## config.mk

```make
export PLATFORM = sky130hd
export DESIGN_NAME = req_fifo_flat
export DESIGN_NICKNAME = d
export VERILOG_FILES = /design/src/verilog/spi_bus_pkg.sv /design/src/verilog/bus_req_if.sv /design/src/verilog/req_fifo.sv /design/src/flat_wrapper.sv
export SDC_FILE = /design/constraint.sdc
export NUM_CORES = 1
export LEC_CHECK = 0
export ABC_CLOCK_PERIOD_IN_PS = 3400
export BUFFER_PORTS_ARGS = -buffer_cell sky130_fd_sc_hd__buf_2
export CAP_MARGIN = 40
export CORE_UTILIZATION = 55
export DETAILED_ROUTE_END_ITERATION = 8
export GPL_TIMING_DRIVEN = 0
export HOLD_SLACK_MARGIN = 0.06
export PLACE_DENSITY = 0.81
export SLEW_MARGIN = 40
export SYNTH_ARGS = -nofsm -noshare
export SYNTH_HDL_FRONTEND = slang
export SYNTH_SLANG_ARGS = --single-unit
```

## constraint.sdc

```tcl
create_clock -name clock_i -period 3.4 [get_ports clock_i]
set_input_delay 0.17 -clock clock_i [delete_from_list [all_inputs] [get_ports clock_i]]
set_output_delay 0.17 -clock clock_i [all_outputs]
set_load 0.05 [all_outputs]
```

## src/verilog/spi_bus_pkg.sv

```systemverilog
// SPI bus bridge package
// Sizes and frame layout shared by the SPI master, request FIFO and RAM target

`default_nettype none

package spi_bus_pkg;

    // Bus widths
    localparam int unsigned ADDR_WIDTH     = 16;  // Sent as two SPI bytes
    localparam int unsigned DATA_WIDTH     = 8;

    // RAM holds 1024 bytes, upper address bits alias
    localparam int unsigned RAM_ADDR_WIDTH = 10;

    // Request FIFO entries, also the master's starting credit
    localparam int unsigned FIFO_DEPTH     = 4;
    localparam int unsigned CREDIT_WIDTH   = 3;   // Holds 0 to FIFO_DEPTH

    // Frame is cmd, addr hi, addr lo, data
    localparam int unsigned FRAME_BITS     = 32;
    localparam int unsigned CMD_WE_BIT     = 7;   // Write bit in command byte

endpackage

`default_nettype wire

```

## src/verilog/bus_req_if.sv

```systemverilog
// Bus request interface
// Carries one request per valid beat, with a credit pulse back per freed slot

`timescale 1ns/1ps
`default_nettype none

interface bus_req_if;
    import spi_bus_pkg::*;

    logic                  valid;   // One beat per request
    logic                  we;
    logic [ADDR_WIDTH-1:0] addr;
    logic [DATA_WIDTH-1:0] data;
    logic                  credit;  // Receiver freed one slot

    modport src (
        output valid,
        output we,
        output addr,
        output data,
        input  credit
    );

    modport dst (
        input  valid,
        input  we,
        input  addr,
        input  data,
        output credit
    );

endinterface

`default_nettype wire

```

## src/verilog/req_fifo.sv

```systemverilog
// Request FIFO
// Circular buffer between SPI master and RAM, returns a credit upstream for
// every entry it forwards, and spends its own credits downstream

`timescale 1ns/1ps
`default_nettype none

module req_fifo (
    input  logic   clock_i,
    input  logic   rst_n_i,
    bus_req_if.dst up,
    bus_req_if.src dn
);
    import spi_bus_pkg::*;

    logic                          we_mem   [FIFO_DEPTH];
    logic [ADDR_WIDTH-1:0]         addr_mem [FIFO_DEPTH];
    logic [DATA_WIDTH-1:0]         data_mem [FIFO_DEPTH];

    logic [$clog2(FIFO_DEPTH)-1:0] wr_ptr;
    logic [$clog2(FIFO_DEPTH)-1:0] rd_ptr;
    logic [CREDIT_WIDTH-1:0]       count;
    logic [CREDIT_WIDTH-1:0]       dn_credits;   // RAM accepts one at a time
    logic                          pop;

    assign pop = (count != '0) && (dn_credits != '0);

    always_ff @(posedge clock_i) begin
        if (up.valid) begin
            we_mem[wr_ptr]   <= up.we;
            addr_mem[wr_ptr] <= up.addr;
            data_mem[wr_ptr] <= up.data;
        end
    end

    always_ff @(posedge clock_i) begin
        if (!rst_n_i) begin
            wr_ptr <= '0;
            rd_ptr <= '0;
            count  <= '0;
        end else begin
            if (up.valid) wr_ptr <= wr_ptr + 1'b1;   // Depth is a power of two
            if (pop)      rd_ptr <= rd_ptr + 1'b1;
            case ({up.valid, pop})
                2'b10:   count <= count + 1'b1;
                2'b01:   count <= count - 1'b1;
                default: count <= count;
            endcase
        end
    end

    always_ff @(posedge clock_i) begin
        if (!rst_n_i) begin
            dn_credits <= CREDIT_WIDTH'(1);
        end else begin
            case ({pop, dn.credit})
                2'b10:   dn_credits <= dn_credits - 1'b1;
                2'b01:   dn_credits <= dn_credits + 1'b1;
                default: dn_credits <= dn_credits;
            endcase
        end
    end

    // Head entry goes out as soon as a credit allows
    assign dn.valid  = pop;
    assign dn.we     = we_mem[rd_ptr];
    assign dn.addr   = addr_mem[rd_ptr];
    assign dn.data   = data_mem[rd_ptr];
    assign up.credit = pop;        // Slot freed this cycle

    a_no_overflow: assert property (@(posedge clock_i) disable iff (!rst_n_i)
        up.valid |-> (count != CREDIT_WIDTH'(FIFO_DEPTH)))
        else $error("push into full request FIFO");

endmodule

`default_nettype wire

```

## src/flat_wrapper.sv

```systemverilog
// flat-port wrapper written by rule: the top's interface ports become plain ports
module req_fifo_flat import spi_bus_pkg::*;
  (clock_i, rst_n_i, up_valid, up_we, up_addr, up_data, up_credit, dn_valid, dn_we, dn_addr, dn_data, dn_credit);
  bus_req_if up_i ();
  bus_req_if dn_i ();
  input  logic clock_i;
  input  logic rst_n_i;
  input wire logic [$bits(up_i.valid)-1:0] up_valid;
  input wire logic [$bits(up_i.we)-1:0] up_we;
  input wire logic [$bits(up_i.addr)-1:0] up_addr;
  input wire logic [$bits(up_i.data)-1:0] up_data;
  output wire logic [$bits(up_i.credit)-1:0] up_credit;
  output wire logic [$bits(dn_i.valid)-1:0] dn_valid;
  output wire logic [$bits(dn_i.we)-1:0] dn_we;
  output wire logic [$bits(dn_i.addr)-1:0] dn_addr;
  output wire logic [$bits(dn_i.data)-1:0] dn_data;
  input wire logic [$bits(dn_i.credit)-1:0] dn_credit;
  assign up_i.valid = up_valid;
  assign up_i.we = up_we;
  assign up_i.addr = up_addr;
  assign up_i.data = up_data;
  assign up_credit = up_i.credit;
  assign dn_valid = dn_i.valid;
  assign dn_we = dn_i.we;
  assign dn_addr = dn_i.addr;
  assign dn_data = dn_i.data;
  assign dn_i.credit = dn_credit;
  req_fifo u_core (.clock_i(clock_i), .rst_n_i(rst_n_i), .up(up_i), .dn(dn_i));
endmodule
```

==> flow_metrics.env <==
export IMPL_netlist_instances=197
export IMPL_report_final_setup_viol=0
export IMPL_layout_filler_cells=454
export IMPL_main_area_contributors_after_synthesis="edfxtp_1 (71%), mux4_2 (13%), dfxtp_1 (5.7%), ha_1 (1.8%), fa_1 (0.95%)"
export IMPL_post_cts_repair_setup_buffers=0
export IMPL_cp_max_fo=5
export IMPL_maxClockFrequency_ghz=0.451
export IMPL_number_of_antenna_violations_at_the_first_check_in_global_routing=0
export IMPL_finalWorstSetupSlack_ns=1.18
export IMPL_synth_fa_ha_area_share_pct=2.72
export IMPL_yosysSeqAreaShare_pct=76.7
export IMPL_clock_tree_from_tritoncts="yes"
export IMPL_internal_power_mw=2.36
export IMPL_die_area_um2=8050
export IMPL_power_leakage_nw=1.78
export IMPL_timing_max_slew_rel_slack_pct=54.0
export IMPL_post_route_period_util_pct=65.3
export IMPL_detailed_place_area_um2=4630
export IMPL_overflow=0
export IMPL_multiplexer_fraction_of_the_synthesized_cell_area_pct=13.8
export IMPL_wire_length_of_the_first_global_routing_pass_um=11300
export IMPL_routed_via_density=5.41
export IMPL_criticalPathCategory="reg -> reg"
export IMPL_layout_drive_gt1_share_pct=36.5
export IMPL_floorplan_initialDensity_pct=57.7
export IMPL_first_pass_iters=4
export IMPL_dpl_hpwl_um=4320
export IMPL_share_of_synthesized_cell_area_in_and_or_nand_and_nor_gates_pct=2.34
export IMPL_cts_root_buf="clkbuf_8"
export IMPL_finalInstanceArea_um2=5090
export IMPL_ioPinCount=56
export IMPL_clock_power_share_pct=21.1
export IMPL_clk_insertion_delay_late_ns=0.36
export IMPL_setup_tns_final_ns=0
export IMPL_max_cap_violations=0
export IMPL_drc=0
export IMPL_combinationalPowerShare_pct=33.6
export IMPL_status="complete, no violations"
export IMPL_endpoint_kind="flip-flop"
export IMPL_net_load_switching_power_mw=1.26
export IMPL_wire_per_inst_um=17.8
export IMPL_iteration_0_drc_markers=101
export IMPL_sequentialPowerShare_pct=45.3
export IMPL_gr_util_all_layers_pct=19.2
export IMPL_synth_top_family_by_area="multiplexers"
export IMPL_detailroute_via_count=2120
export IMPL_grt_setup_unrepaired="false"
export IMPL_tritoncts_num_sinks=112
export IMPL_hold_ws_ns=0.160
export IMPL_antenna_left=0
export IMPL_row_count=31
export IMPL_hold_removal_path_class="in -> reg"
export IMPL_synth_avg_cell_area_um2=21.5
export IMPL_ys_warn_count=0
export IMPL_grt_pass1_vias=2195
export IMPL_clock_skew_ns=0.00709
export IMPL_tightest_slew_ns=0.690
export IMPL_finish_net_count=326
export IMPL_power_density_nw_per_um2=713
export IMPL_htreeDepth=3
export IMPL_grt_start_max_net_pins=26
export IMPL_wl_um=6970
export IMPL_count_of_pins_over_their_slew_limit=0
export IMPL_dp_slack_ns=1.21
export IMPL_arrival_ns=2.50
export IMPL_postSynthRegisterBits=112
export IMPL_area_growth_syn_to_layout_pct=20.3
export IMPL_post_route_min_period_ns=2.22
export IMPL_diodes=0
export IMPL_synth_net_count=234
export IMPL_placement_io_buffers=55
export IMPL_timing_final_hold_violations=0
export IMPL_cts_inserted_buffers=9
export IMPL_yosysUniqueCellTypes=25
export IMPL_vdd_ir_drop_worst_mv=0.511
export IMPL_cts_repair_resized=0
export IMPL_yosysTopAreaCellShare_pct=71.0
export IMPL_max_clock_path_buffers=2
export IMPL_gp_congestion=0.654
export IMPL_synth_xor_xnor_area_share_pct=1.04
export IMPL_power_switching_fraction_pct=34.8
export IMPL_core_area_um2=7330
export IMPL_cts_clk_slew_worst_paths_ns=0.10
export IMPL_synth_compound_area_share_pct=1.24
export IMPL_timing_critical_path_required_ns=3.68
export IMPL_die_w_um=89.7
export IMPL_syn_cell_area_um2=4230
export IMPL_setup_worst_path_start_class="flip-flop"
export IMPL_synth_area_leader_cell="edfxtp_1"
export IMPL_die_height_um=89.7
## cell usage after synthesis (all sizes together)
master	n
o31ai	1
ha	6
a21oi	6
mux4	25
nor2	6
or4	1
mux2i	2
nor3	2
o21ai	3
dfxtp	12
edfxtp	100
xnor2	1
clkinv	2
or3	3
nand2	1
and2	4
or2	1
xor2	4
clkbuf	1
buf	6
inv	8
fa	2
## per-stage QoR
| step | cells | util (%) | power, mW |
|---|---|---|---|
| floorplan | 197 | - | 2.64 |
| global placement | 351 | 63.2 | 2.85 |
| detailed placement | 351 | 63.2 | 2.88 |
| CTS | 392 | 69.4 | 3.66 |
| global route | 392 | 69.4 | 3.79 |
| finish | 392 | 69.4 | 3.63 |
## cell type report
type / count / area (um2) / share of cell area (%)
Clock inverter: 6 / 68.8 / 1.35
Buffer: 7 / 56.3 / 1.11
Tap cell: 99 / 124 / 2.43
Inverter: 10 / 37.5 / 0.738
Clock buffer: 9 / 124 / 2.43
Multi-Input combinational cell: 68 / 898 / 17.7
Timing Repair Buffer: 81 / 536 / 10.5
Sequential cell: 112 / 3240 / 63.7
## worst paths after layout
check                                      end  slack [ns]  cells after the start                               from
max          u_core.dn_credits[2]$_SDFFE_PN0P_        1.18                      8  u_core.dn_credits[1]$_SDFFE_PN0P_
min              u_core.wr_ptr[0]$_SDFFE_PN0P_        0.16                      3                           up_valid
max reg2reg  u_core.dn_credits[2]$_SDFFE_PN0P_        1.18                      8  u_core.dn_credits[1]$_SDFFE_PN0P_
min reg2reg                          flip-flop        0.50                      2      u_core.rd_ptr[1]$_SDFFE_PN0P_
## metal layers
metal | global-route usage [%] | vias to the layer above | wire length (um)
li1 | - | 970 | -
met1 | 24.5 | 1065 | 2930
met2 | 31.4 | 69 | 3560
met3 | 4.91 | 16 | 305
met4 | 8.88 | 0 | 173
met5 | 0 | - | 0
## cells by family (layout without fill, tap and decap cells)
logic type                 count (synthesis)  count (layout)
DFF                                      112             112
muxes                                     27              27
and+or+nand+nor                           18              18
buffers and inverters                     17             113
AOI/OAI and AO/OA                         10              10
adders and majority gates                  8               8
xor gates and xnor gates                   5               5
## cells in the final DEF (no fill, tap or decap), drive strengths merged
master	instances
nor2	6
clkinv	5
nand2	1
inv	9
xnor2	1
clkinvlp	1
bufinv	1
o31ai	1
or3	3
dlygate4sd3	26
o21ai	3
a21oi	6
mux2i	2
or2	1
xor2	4
and2	4
ha	6
fa	2
edfxtp	100
or4	1
buf	61
clkbuf	10
mux4	25
dfxtp	12
nor3	2
## power by group through the flow
stage	combinational [mW]	clock [mW]	sequential [mW]
floorplan	0.972	0	1.66
global placement	1.18	0	1.67
detailed placement	1.21	0	1.68
CTS	1.23	0.784	1.65
global route	1.30	0.828	1.66
finish	1.22	0.764	1.64
## sequential cells by signal, summed over array words and instances (netlist names), named ones only
signal,flops
u_core.wr_ptr,2
u_core.we_mem,4
u_core.count,3
u_core.dn_credits,3
u_core.addr_mem,64
u_core.data_mem,32
u_core.rd_ptr,2
## worst max-delay path, cell delays in order (launching register included)
cell and delay, ns:
dfxtp_1 0.35, nor3_1 0.39, or2_1 0.18, ha_1 0.17, inv_1 0.06, fa_1 0.37
xor2_1 0.16, or3_1 0.30, a21oi_1 0.15
## what timing repair did
item / CTS / global route
hold buffers: 26 / 0
endpoints found under the hold margin: 101 / 0
endpoints found under the setup margin: 0 / 0
(Power assumes the default switching activity.)
