## config.mk

```make
export PLATFORM = sky130hd
export DESIGN_NAME = spi_bus_master_flat
export DESIGN_NICKNAME = d
export VERILOG_FILES = /design/src/verilog/spi_bus_pkg.sv /design/src/verilog/bus_req_if.sv /design/src/verilog/spi_bus_master.sv /design/src/flat_wrapper.sv
export SDC_FILE = /design/constraint.sdc
export NUM_CORES = 1
export LEC_CHECK = 0
export BUFFER_PORTS_ARGS = -buffer_cell sky130_fd_sc_hd__buf_2
export CAP_MARGIN = 10
export CORE_ASPECT_RATIO = 1.4
export CORE_MARGIN = 8
export CORE_UTILIZATION = 49
export DETAILED_ROUTE_END_ITERATION = 8
export PLACE_DENSITY = 0.74
export SYNTH_ARGS = -nofsm -noshare
export SYNTH_HDL_FRONTEND = slang
export SYNTH_SLANG_ARGS = --single-unit
export TNS_END_PERCENT = 5
```

## constraint.sdc

```tcl
create_clock -name clock_i -period 3 [get_ports clock_i]
set_clock_uncertainty 0.2 [all_clocks]
set_input_delay 0 -clock clock_i [delete_from_list [all_inputs] [get_ports clock_i]]
set_output_delay 0 -clock clock_i [all_outputs]
set_load 0.01 [all_outputs]
```

## src/verilog/spi_bus_pkg.sv

```systemverilog
// SPI bus bridge package
// Sizes and frame layout shared by the SPI master, request FIFO and RAM target

`default_nettype none

package spi_bus_pkg;

    // Bus widths
    localparam int unsigned ADDR_WIDTH     = 16;  // Sent as two SPI bytes
    localparam int unsigned DATA_WIDTH     = 8;

    // RAM holds 1024 bytes, upper address bits alias
    localparam int unsigned RAM_ADDR_WIDTH = 10;

    // Request FIFO entries, also the master's starting credit
    localparam int unsigned FIFO_DEPTH     = 4;
    localparam int unsigned CREDIT_WIDTH   = 3;   // Holds 0 to FIFO_DEPTH

    // Frame is cmd, addr hi, addr lo, data
    localparam int unsigned FRAME_BITS     = 32;
    localparam int unsigned CMD_WE_BIT     = 7;   // Write bit in command byte

endpackage

`default_nettype wire

```

## src/verilog/bus_req_if.sv

```systemverilog
// Bus request interface
// Carries one request per valid beat, with a credit pulse back per freed slot

`timescale 1ns/1ps
`default_nettype none

interface bus_req_if;
    import spi_bus_pkg::*;

    logic                  valid;   // One beat per request
    logic                  we;
    logic [ADDR_WIDTH-1:0] addr;
    logic [DATA_WIDTH-1:0] data;
    logic                  credit;  // Receiver freed one slot

    modport src (
        output valid,
        output we,
        output addr,
        output data,
        input  credit
    );

    modport dst (
        input  valid,
        input  we,
        input  addr,
        input  data,
        output credit
    );

endinterface

`default_nettype wire

```

## src/verilog/spi_bus_master.sv

```systemverilog
// SPI mode 0 slave, sampled by the system clock
// Turns complete 32 bit frames into bus requests under a credit counter,
// and returns the last read result in byte 1 of the next frame

`timescale 1ns/1ps
`default_nettype none

module spi_bus_master (
    input  logic                             clock_i,
    input  logic                             rst_n_i,

    // SPI pins
    input  logic                             spi_cs_ni,
    input  logic                             spi_sck_i,
    input  logic                             spi_sd_i,
    output logic                             spi_sd_o,
    output logic                             spi_stall_o,

    // Request out, read data back
    bus_req_if.src                           req,
    input  logic                             rd_valid_i,
    input  logic [spi_bus_pkg::DATA_WIDTH-1:0] rd_data_i
);
    import spi_bus_pkg::*;

    logic [2:0]                       pins_meta;   // {cs_n, sck, sd}
    logic [2:0]                       pins_sync;
    logic                             sck_q;
    logic                             cs_n;
    logic                             sck;
    logic                             sd;
    logic                             sck_rise;
    logic                             sck_fall;

    logic [$clog2(FRAME_BITS+1)-1:0]  bit_cnt;
    logic                             shift_en;
    logic                             last_bit;
    logic [FRAME_BITS-1:0]            frame_q;

    logic [CREDIT_WIDTH-1:0]          credit_cnt;
    logic                             rd_pending;
    logic [DATA_WIDTH-1:0]            rd_last;
    logic [DATA_WIDTH-1:0]            tx_shift;

    // Two flop synchronizers, plus one more SCK stage for edge detect
    always_ff @(posedge clock_i) begin
        if (!rst_n_i) begin
            pins_meta <= 3'b100;    // CS idles high
            pins_sync <= 3'b100;
            sck_q     <= 1'b0;
        end else begin
            pins_meta <= {spi_cs_ni, spi_sck_i, spi_sd_i};
            pins_sync <= pins_meta;
            sck_q     <= pins_sync[1];
        end
    end

    assign cs_n     = pins_sync[2];
    assign sck      = pins_sync[1];
    assign sd       = pins_sync[0];
    assign sck_rise = sck & ~sck_q;
    assign sck_fall = ~sck & sck_q;

    // Bits past the 32nd are ignored
    assign shift_en = sck_rise && !cs_n && (bit_cnt != $bits(bit_cnt)'(FRAME_BITS));
    assign last_bit = shift_en && (bit_cnt == $bits(bit_cnt)'(FRAME_BITS - 1));

    always_ff @(posedge clock_i) begin
        if (!rst_n_i || cs_n) begin
            bit_cnt <= '0;          // CS high drops a partial frame
        end else if (shift_en) begin
            bit_cnt <= bit_cnt + 1'b1;
        end
    end

    always_ff @(posedge clock_i) begin
        if (shift_en) begin
            frame_q <= {frame_q[FRAME_BITS-2:0], sd};   // MSB first
        end
    end

    // Request goes out the cycle after the 32nd rise
    always_ff @(posedge clock_i) begin
        if (!rst_n_i) begin
            req.valid <= 1'b0;
        end else begin
            req.valid <= last_bit;
        end
    end

    assign req.we   = frame_q[FRAME_BITS - DATA_WIDTH + CMD_WE_BIT];
    assign req.addr = frame_q[DATA_WIDTH +: ADDR_WIDTH];
    assign req.data = frame_q[DATA_WIDTH-1:0];

    // Credits for the request FIFO
    always_ff @(posedge clock_i) begin
        if (!rst_n_i) begin
            credit_cnt <= CREDIT_WIDTH'(FIFO_DEPTH);
        end else begin
            case ({req.valid, req.credit})
                2'b10:   credit_cnt <= credit_cnt - 1'b1;
                2'b01:   credit_cnt <= credit_cnt + 1'b1;
                default: credit_cnt <= credit_cnt;   // None, or spend and return
            endcase
        end
    end

    // Outstanding read, from request to rd_valid
    always_ff @(posedge clock_i) begin
        if (!rst_n_i) begin
            rd_pending <= 1'b0;
        end else if (req.valid && !req.we) begin
            rd_pending <= 1'b1;
        end else if (rd_valid_i) begin
            rd_pending <= 1'b0;
        end
    end

    assign spi_stall_o = (credit_cnt == '0) || rd_pending;

    always_ff @(posedge clock_i) begin
        if (!rst_n_i) begin
            rd_last <= '0;
        end else if (rd_valid_i) begin
            rd_last <= rd_data_i;
        end
    end

    // Loaded while CS is high, shifted on falling SCK; zeros after byte 1
    always_ff @(posedge clock_i) begin
        if (!rst_n_i) begin
            tx_shift <= '0;
        end else if (cs_n) begin
            tx_shift <= rd_last;
        end else if (sck_fall) begin
            tx_shift <= {tx_shift[DATA_WIDTH-2:0], 1'b0};
        end
    end

    assign spi_sd_o = tx_shift[DATA_WIDTH-1];

    // Credit count stays within the FIFO size
    a_credit_bound: assert property (@(posedge clock_i) disable iff (!rst_n_i)
        credit_cnt <= CREDIT_WIDTH'(FIFO_DEPTH))
        else $error("credit count above FIFO depth");

    // Host must obey the stall, so no request without a credit
    a_valid_credit: assert property (@(posedge clock_i) disable iff (!rst_n_i)
        req.valid |-> (credit_cnt != '0))
        else $error("request issued with zero credits");

endmodule

`default_nettype wire

```

## src/flat_wrapper.sv

```systemverilog
// flat-port wrapper written by rule: the top's interface ports become plain ports
module spi_bus_master_flat import spi_bus_pkg::*;
  (clock_i, rst_n_i, spi_cs_ni, spi_sck_i, spi_sd_i, spi_sd_o, spi_stall_o, rd_valid_i, rd_data_i, req_valid, req_we, req_addr, req_data, req_credit);
  bus_req_if req_i ();
  input  logic clock_i;
  input  logic rst_n_i;
  input  logic spi_cs_ni;
  input  logic spi_sck_i;
  input  logic spi_sd_i;
  output logic spi_sd_o;
  output logic spi_stall_o;
  input  logic rd_valid_i;
  input  logic [spi_bus_pkg::DATA_WIDTH-1:0] rd_data_i;
  output wire logic [$bits(req_i.valid)-1:0] req_valid;
  output wire logic [$bits(req_i.we)-1:0] req_we;
  output wire logic [$bits(req_i.addr)-1:0] req_addr;
  output wire logic [$bits(req_i.data)-1:0] req_data;
  input wire logic [$bits(req_i.credit)-1:0] req_credit;
  assign req_valid = req_i.valid;
  assign req_we = req_i.we;
  assign req_addr = req_i.addr;
  assign req_data = req_i.data;
  assign req_i.credit = req_credit;
  spi_bus_master u_core (.clock_i(clock_i), .rst_n_i(rst_n_i), .spi_cs_ni(spi_cs_ni), .spi_sck_i(spi_sck_i), .spi_sd_i(spi_sd_i), .spi_sd_o(spi_sd_o), .spi_stall_o(spi_stall_o), .req(req_i), .rd_valid_i(rd_valid_i), .rd_data_i(rd_data_i));
endmodule
```

==> results.md, run 1 <==
- Crit path DAT: 2.46 ns
- Total CTS buffers: 9
- Setup tns final: 0 ns
- Number of distinct library cells after synthesis: 32
- Worst hold slack: 0.216 ns
- Pin count of the biggest net entering global routing: 35
- Seq/Total Area, Yosys: 0.650
- Die width: 76.7 um
- Ys Warns: 0
- Crit-path slowest cell: dlygate4sd3_1
- Max-slew violation count: 0
- Final Hold Fails: 0
- Final critical-path share of the clock period: 0.794
- #FFs+latches synth: 66
- Family with the most delay on the worst path: buffers and inverters
- Initial DRC count: 87
- Mapped Area: 2520 sq um
- Core Region: 5080 sq um
- Outcome: complete, no violations
- Min cycle time layout: 2.38 ns
- Clk root buf: clkbuf_8
- Max clock buf depth: 2
- Average size of a mapped cell: 12.9 sq um
- Die height: 101 um
- Vias in the first global route: 1613
- Leakage: 0.00120 uW
- Die ar.: 7740 sq um
- Vias per cell: 4.88
- Clk_lat worst skew: 0.33 ns
- Dpl hpwl: 2.97 mm
- NumNets Final: 264
- P per Cell Area: 554 nW/um^2
- GRT overflow: 0
- Worst-path clk slew: 0.07 ns
- # diodes: 0
- WS Path Type: reg2reg
- Layout area overhead: 20.7%
- H-tree depth: 3
- Starting Density: 0.497
- CTS Sinks: 66
- Commonest cells after routing, fill and taps aside: 42 x buf_2, 34 x dfxtp_1, 32 x edfxtp_1, 26 x dlygate4sd3_1, 18 x mux2i_1
- IO Count: 43
- Mapped Cells: 195
- WL final: 4.49 mm
- Input/output buffers: 42
- Drt wl/cell: 14.2 um
- Relative slew margins: 0.429
- HP Class: reg2reg
- Number of setup buffers added after CTS: 0
- Most common cell after layout, fill and taps aside: buf_2
- FFs w/ async S/R, synth: 0
- Total track usage: 0.124
- Max FO, Critical Path: 2
- Slowest stage delay, CP: 0.54 ns
- Crit end category: flip-flop
- Max_cap viols: 0
- RD Place Congestion: 0.812
- Drt pass-1 iters: 5
- Final Setup Violations: 0
- Least-Margin Pin Slew: 0.854 ns
- CTS tree: yes
- Peak supply drop: 0.000381 V
- Max frequency: 0.420 GHz
- Routed via count: 1543
- Required @ worst endpoint: 3.08 ns
- Synthesized Nets: 214
- Most used DFF post-synth: dfxtp_1
- Setup repair after global routing missed its margin: false
- Most common cell on crit path: inv_1
- CP Buf/Inv Count: 3
- Crit path cell chain: inv_1 -> ha_1 -> inv_1 -> fa_1 -> xor2_1 -> or3_1 -> nand3_1 -> dlygate4sd3_1
- Routed Antenna Nets: 0
- Power, Total: 1690 uW
- CP Launch Type: flip-flop
- EDFF count, synth: 32
- Layout cells sized above 1: 0.224
- Row count: 31
- Global-route wire length before repair: 7.47 mm
- Initial antenna violation count: 0
- Drt drc: 0
[area by class of cell]
cell class | count | area (sq um)
Timing Repair Buffer | 69 | 478
Clock inverter | 4 | 18.8
Multi-Input combinational cell | 91 | 662
Fill cell | 408 | 2030
Sequential cell | 66 | 1640
Tap cell | 66 | 82.6
Clock buffer | 12 | 135
Inverter | 8 | 30.0
[flip-flops by register name, summed over array words and instances, names as in the netlist]
name,cells
u_core.bit_cnt,6
u_core.credit_cnt,3
u_core.frame_q,32
u_core.pins_meta,3
u_core.pins_sync,3
u_core.rd_last,8
u_core.rd_pending,1
u_core.req.valid,1
u_core.sck_q,1
u_core.tx_shift,8
[path summary, 6_finish.rpt]
kind | startpoint | end | slack, ns | cells after the start
worst max-delay path | u_core.req.valid | u_core.credit_cnt[2] | 0.62 | 8
worst min-delay path | u_core.frame_q[26] | u_core.frame_q[27] | 0.22 | 0
worst max register to register | u_core.req.valid | u_core.credit_cnt[2] | 0.62 | 8
worst min register to register | u_core.frame_q[26] | u_core.frame_q[27] | 0.22 | 0
[cells by family after synthesis]
family	synth area share
DFF	0.650
muxes	0.0714
AOI/OAI and AO/OA	0.0699
and+or+nand+nor	0.0867
xor gates and xnor gates	0.00694
buffers and inverters	0.0922
adders and majority gates	0.0228
[per-stage QoR]
stage	area (sq um)	instances	worst slack (ns)	utilization
2_1_floorplan	2530	195	0.656	-
3_3_place_gp	2630	274	0.872	0.518
3_5_place_dp	2630	274	0.822	0.518
4_1_cts	3050	316	0.616	0.600
5_1_grt	3050	316	0.510	0.600
6_report	3050	316	0.617	0.600
[per-layer routing]
layer	vias up	routed length, um	GRT usage
met3	2	307	0.0563
met1	727	1980	0.128
li1	767	-	-
met4	0	21	0.0773
met2	47	2180	0.201
met5	-	0	0
[worst reg2reg max path, delay by kind of cell, from the launching register on]
family	cells	cell delay, ns
xor gates and xnor gates	1	0.18
adders and majority gates	2	0.55
and+or+nand+nor	2	0.40
DFF	1	0.32
buffers and inverters	3	0.68
[power by group]
part / switching, uW / internal (uW) / total, uW
clock network: 305 / 293 / 599
logic: 43.6 / 64.1 / 108
registers: 17.6 / 963 / 981
[repair_timing]
| item | 4_1_cts | 5_1_grt |
|---|---|---|
| gates resized for setup | 0 | 0 |
| hold buffers | 26 | 0 |
| hold endpoints to repair | 27 | 0 |
[Yosys cell counts (all sizes together), types with 2 or more instances]
cell type	n	share of area
a211oi	2	0.0059
a21oi	4	0.0079
and2	6	0.015
buf	25	0.073
clkbuf	5	0.0074
dfxtp	34	0.27
edfxtp	32	0.38
ha	3	0.015
inv	8	0.012
mux2i	18	0.071
nand2	8	0.012
nand2b	4	0.0099
nand3	2	0.0040
nor2	13	0.019
nor2b	2	0.0050
o21ai	7	0.014
o311a	5	0.020
o31ai	2	0.0059
or3	2	0.0050
xor2	2	0.0069
Note: power is estimated with default switching activity, not from simulation.
==> inputs of run 2 (changes only) <==
==> constraint.sdc (replaced) <==
create_clock -name clock_i -period 2 [get_ports clock_i]
set_clock_uncertainty 0.2 [all_clocks]
set_input_delay 0 -clock clock_i [delete_from_list [all_inputs] [get_ports clock_i]]
set_output_delay 0 -clock clock_i [all_outputs]
set_load 0.01 [all_outputs]
==> results.md, run 2 (synthesis gave the netlist of run 1 again) <==
- Number of setup buffers added after CTS: 0 (unchanged)
- Layout cells sized above 1: 0.243 (was 0.224)
- Relative slew margins: 0.703 (was 0.429)
- CTS Sinks: 66 (unchanged)
- Comb power frac: 0.064 (about the same)
- Crit-path slowest cell: fa_1 (was dlygate4sd3_1)
- Min cycle time layout: 1.80 ns (was 2.38 ns)
- Met1 WL: 1.80 mm (was 1.98 mm)
- Largest regs: u_core.frame_q x32, u_core.rd_last x8, u_core.tx_shift x8 (unchanged)
- Core Region: 5080 sq um (unchanged)
- Crit path DAT: 1.88 ns (was 2.46 ns)
- GRT overflow: 0 (unchanged)
- Worst-path clk slew: 0.06 ns (was 0.07 ns)
- Vias in the first global route: 1597 (was 1613)
- Power Internal: 1980 uW (was 1320 uW)
- Global-route wire length before repair: 7.09 mm (was 7.47 mm)
- Required @ worst endpoint: 2.08 ns (was 3.08 ns)
- Clk root buf: clkbuf_8 (unchanged)
- Sequential fraction of design power: 0.579 (was 0.581)
- CP Buf/Inv Count: 2 (was 3)
- Max_cap viols: 0 (unchanged)
- Leakage: 0.00121 uW (was 0.00120 uW)
- RD Place Congestion: 0.763 (was 0.812)
- Crit path cell chain: inv_1 -> ha_1 -> inv_1 -> fa_1 -> xor2_1 -> or3_1 -> nand3_1 (was inv_1 -> ha_1 -> inv_1 -> fa_1 -> xor2_1 -> or3_1 -> nand3_1 -> dlygate4sd3_1)
- Pin count of the biggest net entering global routing: 35 (unchanged)
- Dpl hpwl: 2.58 mm (was 2.97 mm)
- Clk_lat worst skew: 0.34 ns (was 0.33 ns)
- Most common cell on crit path: inv_1 (unchanged)
- Vias per cell: 4.84 (was 4.88)
- Family with the most delay on the worst path: adder cells (was buffers and inverters)
- Met3 WL: 271 um (was 307 um)
- Final Hold Fails: 0 (unchanged)
- HP Class: reg2reg (unchanged)
- Commonest cells after routing, fill and taps aside: 42 x buf_2, 34 x dfxtp_1, 32 x edfxtp_1, 25 x dlygate4sd3_1, 18 x mux2i_1 (was 42 x buf_2, 34 x dfxtp_1, 32 x edfxtp_1, 26 x dlygate4sd3_1, 18 x mux2i_1)
- Die width: 76.7 um (unchanged)
- Die ar.: 7740 sq um (unchanged)
- Metal2 WL: 2.03 mm (was 2.18 mm)
- Peak supply drop: 0.000517 V (was 0.000381 V)
- Most common cell after layout, fill and taps aside: buf_2 (unchanged)
- Power, Total: 2530 uW (was 1690 uW)
- # diodes: 0 (unchanged)
- Drt pass-1 iters: 4 (was 5)
- Drt drc: 0 (unchanged)
- Total CTS buffers: 9 (unchanged)
- Initial antenna violation count: 0 (unchanged)
- Routed via count: 1534 (was 1543)
- Initial DRC count: 72 (was 87)
- Routed Antenna Nets: 0 (unchanged)
- Uppermost layer routed: met4 (unchanged)
- WS Path Type: reg2reg (unchanged)
- NumNets Final: 265 (was 264)
- WL final: 4.17 mm (was 4.49 mm)
- CP Launch Type: flip-flop (unchanged)
- Starting Density: 0.497 (unchanged)
- Outcome: complete, no violations (unchanged)
- Register bank with the most flops: u_core.frame_q (unchanged)
- Drt wl/cell: 13.2 um (was 14.2 um)
- CTS tree: yes (unchanged)
- Total track usage: 0.118 (was 0.124)
- Max frequency: 0.555 GHz (was 0.420 GHz)
- P per Cell Area: 823 nW/um^2 (was 554 nW/um^2)
- Row count: 31 (unchanged)
- Slowest stage delay, CP: 0.37 ns (was 0.54 ns)
- Max-slew violation count: 0 (unchanged)
- Final Setup Violations: 0 (unchanged)
- Max FO, Critical Path: 2 (unchanged)
- Least-Margin Pin Slew: 0.446 ns (was 0.854 ns)
- Crit end category: flip-flop (unchanged)
- Setup repair after global routing missed its margin: false (unchanged)
- H-tree depth: 3 (unchanged)
- Input/output buffers: 42 (unchanged)
- Clock share of power: 0.356 (was 0.355)
- Max clock buf depth: 2 (unchanged)
- Net switching power: 555 uW (was 367 uW)
- Largest register FFs: 32 (unchanged)
- IO Count: 43 (unchanged)
- Setup tns final: 0 ns (unchanged)
- Die height: 101 um (unchanged)
- Final critical-path share of the clock period: 0.901 (was 0.794)
- Layout area overhead: 22.0% (was 20.7%)
- Switching Fraction: 0.219 (was 0.217)
-- run 2: per-layer routing --
metal	vias up	GRT usage
li1	770	-
met1	722	0.125
met2	37	0.188
met3	5	0.0563
met4	0	0.0713
met5	-	0
-- run 2: final timing paths --
check,startpoint,end,slack (ns),cells after the start
setup reg to reg,u_core.req.valid,u_core.credit_cnt[2],0.20,7
hold / removal,u_core.pins_sync[0],u_core.frame_q[0],0.21,0
setup / recovery,u_core.req.valid,u_core.credit_cnt[2],0.20,7
hold reg to reg,u_core.pins_sync[0],u_core.frame_q[0],0.21,0
-- run 2: final cells by class --
| class | count | area, sq um |
|---|---|---|
| fillers | 423 | 2000 |
| flip-flops and latches | 66 | 1640 |
| multi-input cells | 91 | 668 |
| repair buffers | 70 | 495 |
| clock buffers | 10 | 128 |
| well taps | 66 | 82.6 |
| clock inverters | 6 | 33.8 |
| inverters | 8 | 30.0 |
-- run 2: metrics by stage --
stage	worst slack [ns]	util	area, sq um	cells	hold WS [ns]
6_report	0.197	0.606	3080	317	0.206
5_1_grt	0.0798	0.606	3080	317	0.217
4_1_cts	0.118	0.605	3070	317	0.211
3_5_place_dp	0.122	0.524	2660	276	-0.0174
3_3_place_gp	0.183	0.524	2660	276	-0.0122
2_1_floorplan	0.00543	-	2540	195	-0.127
-- run 2: power by group through the flow --
| stage | Sequential [uW] | Combinational, uW | Clock [uW] |
|---|---|---|---|
| 6_report | 1470 | 163 | 903 |
| 5_1_grt | 1470 | 184 | 998 |
| 4_1_cts | 1470 | 163 | 937 |
| 3_5_place_dp | 1500 | 118 | 0 |
| 3_3_place_gp | 1500 | 116 | 0 |
| 2_1_floorplan | 1490 | 87.2 | 0 |
-- run 2: what timing repair did --
item | CTS | global route
resized for setup | 0 | 1
setup endpoints to repair | 0 | 34
hold endpoints to repair | 27 | 0
hold buffers | 25 | 0
-- run 2: worst reg2reg max path: cells and delay by family (launching register included) --
kind	cells	cell delay, ns
xor gates and xnor gates	1	0.18
DFF	1	0.31
buffers and inverters	2	0.13
adders and majority gates	2	0.54
and+or+nand+nor	2	0.39
==> inputs of run 3 (changes only) <==
--- a/config.mk
+++ b/config.mk
@@ -11,7 +11,9 @@
 export CORE_MARGIN = 8
 export CORE_UTILIZATION = 49
 export DETAILED_ROUTE_END_ITERATION = 8
+export HOLD_SLACK_MARGIN = 0.1
 export PLACE_DENSITY = 0.74
+export REMOVE_ABC_BUFFERS = 1
 export SYNTH_ARGS = -nofsm -noshare
 export SYNTH_HDL_FRONTEND = slang
 export SYNTH_SLANG_ARGS = --single-unit
==> results.md, run 3 (synthesis gave the netlist of run 1 again) <==
- Outcome: complete, no violations (unchanged)
- WS Path Type: reg2reg (unchanged)
- Max clock buf depth: 2 (unchanged)
- Final Hold Fails: 0 (unchanged)
- Crit end category: flip-flop (unchanged)
- WL final: 4.42 mm (was 4.17 mm)
- Die ar.: 7740 sq um (unchanged)
- RR Startpoint: u_core.req.valid (unchanged)
- Core Region: 5080 sq um (unchanged)
- Setup repair after global routing missed its margin: false (unchanged)
- IO Count: 43 (unchanged)
- HP Class: reg2reg (unchanged)
- Family with the most delay on the worst path: adder cells (unchanged)
- Drt pass-1 iters: 4 (unchanged)
- Reg-to-reg endpoint: u_core.credit_cnt[2] (unchanged)
- Hold Path Sink: u_core.frame_q[0] (unchanged)
- Hold path cells: 0 (unchanged)
- Starting Density: 0.497 (unchanged)
- Clk_lat worst skew: 0.34 ns (about the same)
- Worst r2r path cells: 7 (unchanged)
- Register bank with the most flops: u_core.frame_q (unchanged)
- Reg-to-reg slack, setup: 0.20 ns (about the same)
- Max frequency: 0.555 GHz (about the same)
- Number of fillers in the final layout: 388 (was 423)
- # diodes: 0 (unchanged)
- Total CTS buffers: 9 (unchanged)
- Layout area overhead: 24.5% (was 22.0%)
- Worst hold path startpoint: u_core.pins_sync[0] (unchanged)
- Vias in the first global route: 1573 (was 1597)
- Initial DRC count: 112 (was 72)
- Layout cells sized above 1: 0.251 (was 0.243)
- Required @ worst endpoint: 2.08 ns (about the same)
- Max-slew violation count: 0 (unchanged)
- Worst Setup SP: u_core.req.valid (unchanged)
- Register area: 1640 sq um (unchanged)
- Least-Margin Pin Slew: 0.434 ns (was 0.446 ns)
- Power, Total: 2860 uW (was 2530 uW)
- Global-route wire length before repair: 7.40 mm (was 7.09 mm)
- Slowest stage delay, CP: 0.38 ns (was 0.37 ns)
- Crit path cell chain: inv_1 -> ha_1 -> inv_1 -> fa_1 -> xor2_1 -> or3_1 -> nand3_1 (unchanged)
- CTS Sinks: 66 (unchanged)
- Commonest cells after routing, fill and taps aside: 42 x buf_2, 34 x dfxtp_1, 32 x edfxtp_1, 25 x dlygate4sd3_1, 18 x mux2i_1 (unchanged)
- Placed Instance Area: 2660 sq um (unchanged)
- Number of setup buffers added after CTS: 0 (unchanged)
- Clk root buf: clkbuf_8 (unchanged)
- Largest register FFs: 32 (unchanged)
- Vias per cell: 4.83 (was 4.84)
- Most common cell on crit path: inv_1 (unchanged)
- Relative slew margins: 0.710 (was 0.703)
- Max_cap viols: 0 (unchanged)
- Peak supply drop: 0.000599 V (was 0.000517 V)
- Total track usage: 0.124 (was 0.118)
- RD Place Congestion: 0.804 (was 0.763)
- CP Launch Type: flip-flop (unchanged)
- Final critical-path share of the clock period: 0.901 (about the same)
- Die height: 101 um (unchanged)
- H-tree depth: 3 (unchanged)
- Final Setup Violations: 0 (unchanged)
- Leakage: 0.00124 uW (was 0.00121 uW)
- Row count: 31 (unchanged)
- Drt wl/cell: 13.9 um (was 13.2 um)
- CP Buf/Inv Count: 2 (unchanged)
- GRT overflow: 0 (unchanged)
- Cell area after layout: 3140 sq um (was 3080 sq um)
- P per Cell Area: 911 nW/um^2 (was 823 nW/um^2)
- CTS tree: yes (unchanged)
- Dpl hpwl: 2.66 mm (was 2.58 mm)
- Routed via count: 1530 (was 1534)
- Footprint of the multi-input gates: 668 sq um (unchanged)
- Worst-path clk slew: 0.07 ns (was 0.06 ns)
- Initial antenna violation count: 0 (unchanged)
- Largest regs: u_core.frame_q x32, u_core.rd_last x8, u_core.tx_shift x8 (unchanged)
- Input/output buffers: 42 (unchanged)
- Die width: 76.7 um (unchanged)
- Routed Antenna Nets: 0 (unchanged)
- Crit-path slowest cell: fa_1 (unchanged)
- Max FO, Critical Path: 2 (unchanged)
- Min cycle time layout: 1.80 ns (about the same)
- Pin count of the biggest net entering global routing: 33 (was 35)
- NumNets Final: 265 (unchanged)
- Crit path DAT: 1.89 ns (was 1.88 ns)
- Most common cell after layout, fill and taps aside: buf_2 (unchanged)
- Drt drc: 0 (unchanged)
-- run 3: cell types whose count changed in the layout (fill, tap and decap cells not counted), sizes merged --
cell	change
bufinv	+2
inv	+1
clkbuf	-1
clkinv	-2
-- run 3: worst max-delay path by stage --
stage | end | slack [ns] | depth (start not counted)
6_report | u_core.credit_cnt[2] | 0.20 | 7
3_5_place_dp | u_core.frame_q[9] | 0.11 | 5
5_1_grt | u_core.credit_cnt[2] | 0.09 | 7
4_1_cts | u_core.frame_q[0] | 0.03 | 5
2_1_floorplan | u_core.frame_q[0] | -1.34 | 2
3_3_place_gp | u_core.frame_q[9] | 0.16 | 5
-- run 3: worst reg2reg max path: stages, from the launching register on --
cell	delay, ns
dfxtp_1	0.31
inv_1	0.07
ha_1	0.17
inv_1	0.06
fa_1	0.38
xor2_1	0.17
or3_1	0.30
nand3_1	0.08
-- run 3: metal layers --
metal | vias to the layer above | track usage | wire length (um)
met5 | - | 0 | 0
met2 | 25 | 0.210 | 2270
met1 | 724 | 0.125 | 1850
met4 | 0 | 0.0862 | 106
met3 | 8 | 0.0455 | 187
li1 | 773 | - | -
-- run 3: report_power, final --
part / switching, uW / internal, uW / leakage, uW
clock network: 522 / 709 / 0.000106
logic: 69.8 / 95.9 / 0.000567
registers: 22.5 / 1440 / 0.000567
total: 615 / 2250 / 0.00124
-- run 3: layout make-up --
type,count,share of cell area
sequential,66,0.522
clock inverter,7,0.0322
clock buffer,9,0.0394
timing repair buffer,70,0.158
multi-input combinational,91,0.213
inverter,8,0.00955
tap,66,0.0263
-- run 3: through the flow --
stage	TNS [ns]	instances	worst slack, ns	util	hold slack (ns)
after floorplan	-45.37	165	-1.34	-	-0.128
after detailed placement	0	276	0.110	0.524	-0.0175
final	0	317	0.198	0.619	0.217
after global placement	0	276	0.157	0.524	-0.0166
after global routing	0	317	0.0886	0.619	0.228
after CTS	0	317	0.0348	0.617	0.215
-- run 3: what timing repair did --
| item | in CTS | in global routing |
|---|---|---|
| endpoints found under the setup margin | 0 | 32 |
| hold buffers | 25 | 0 |
| endpoints found under the hold margin | 30 | 0 |
| gates resized for setup | 0 | 1 |
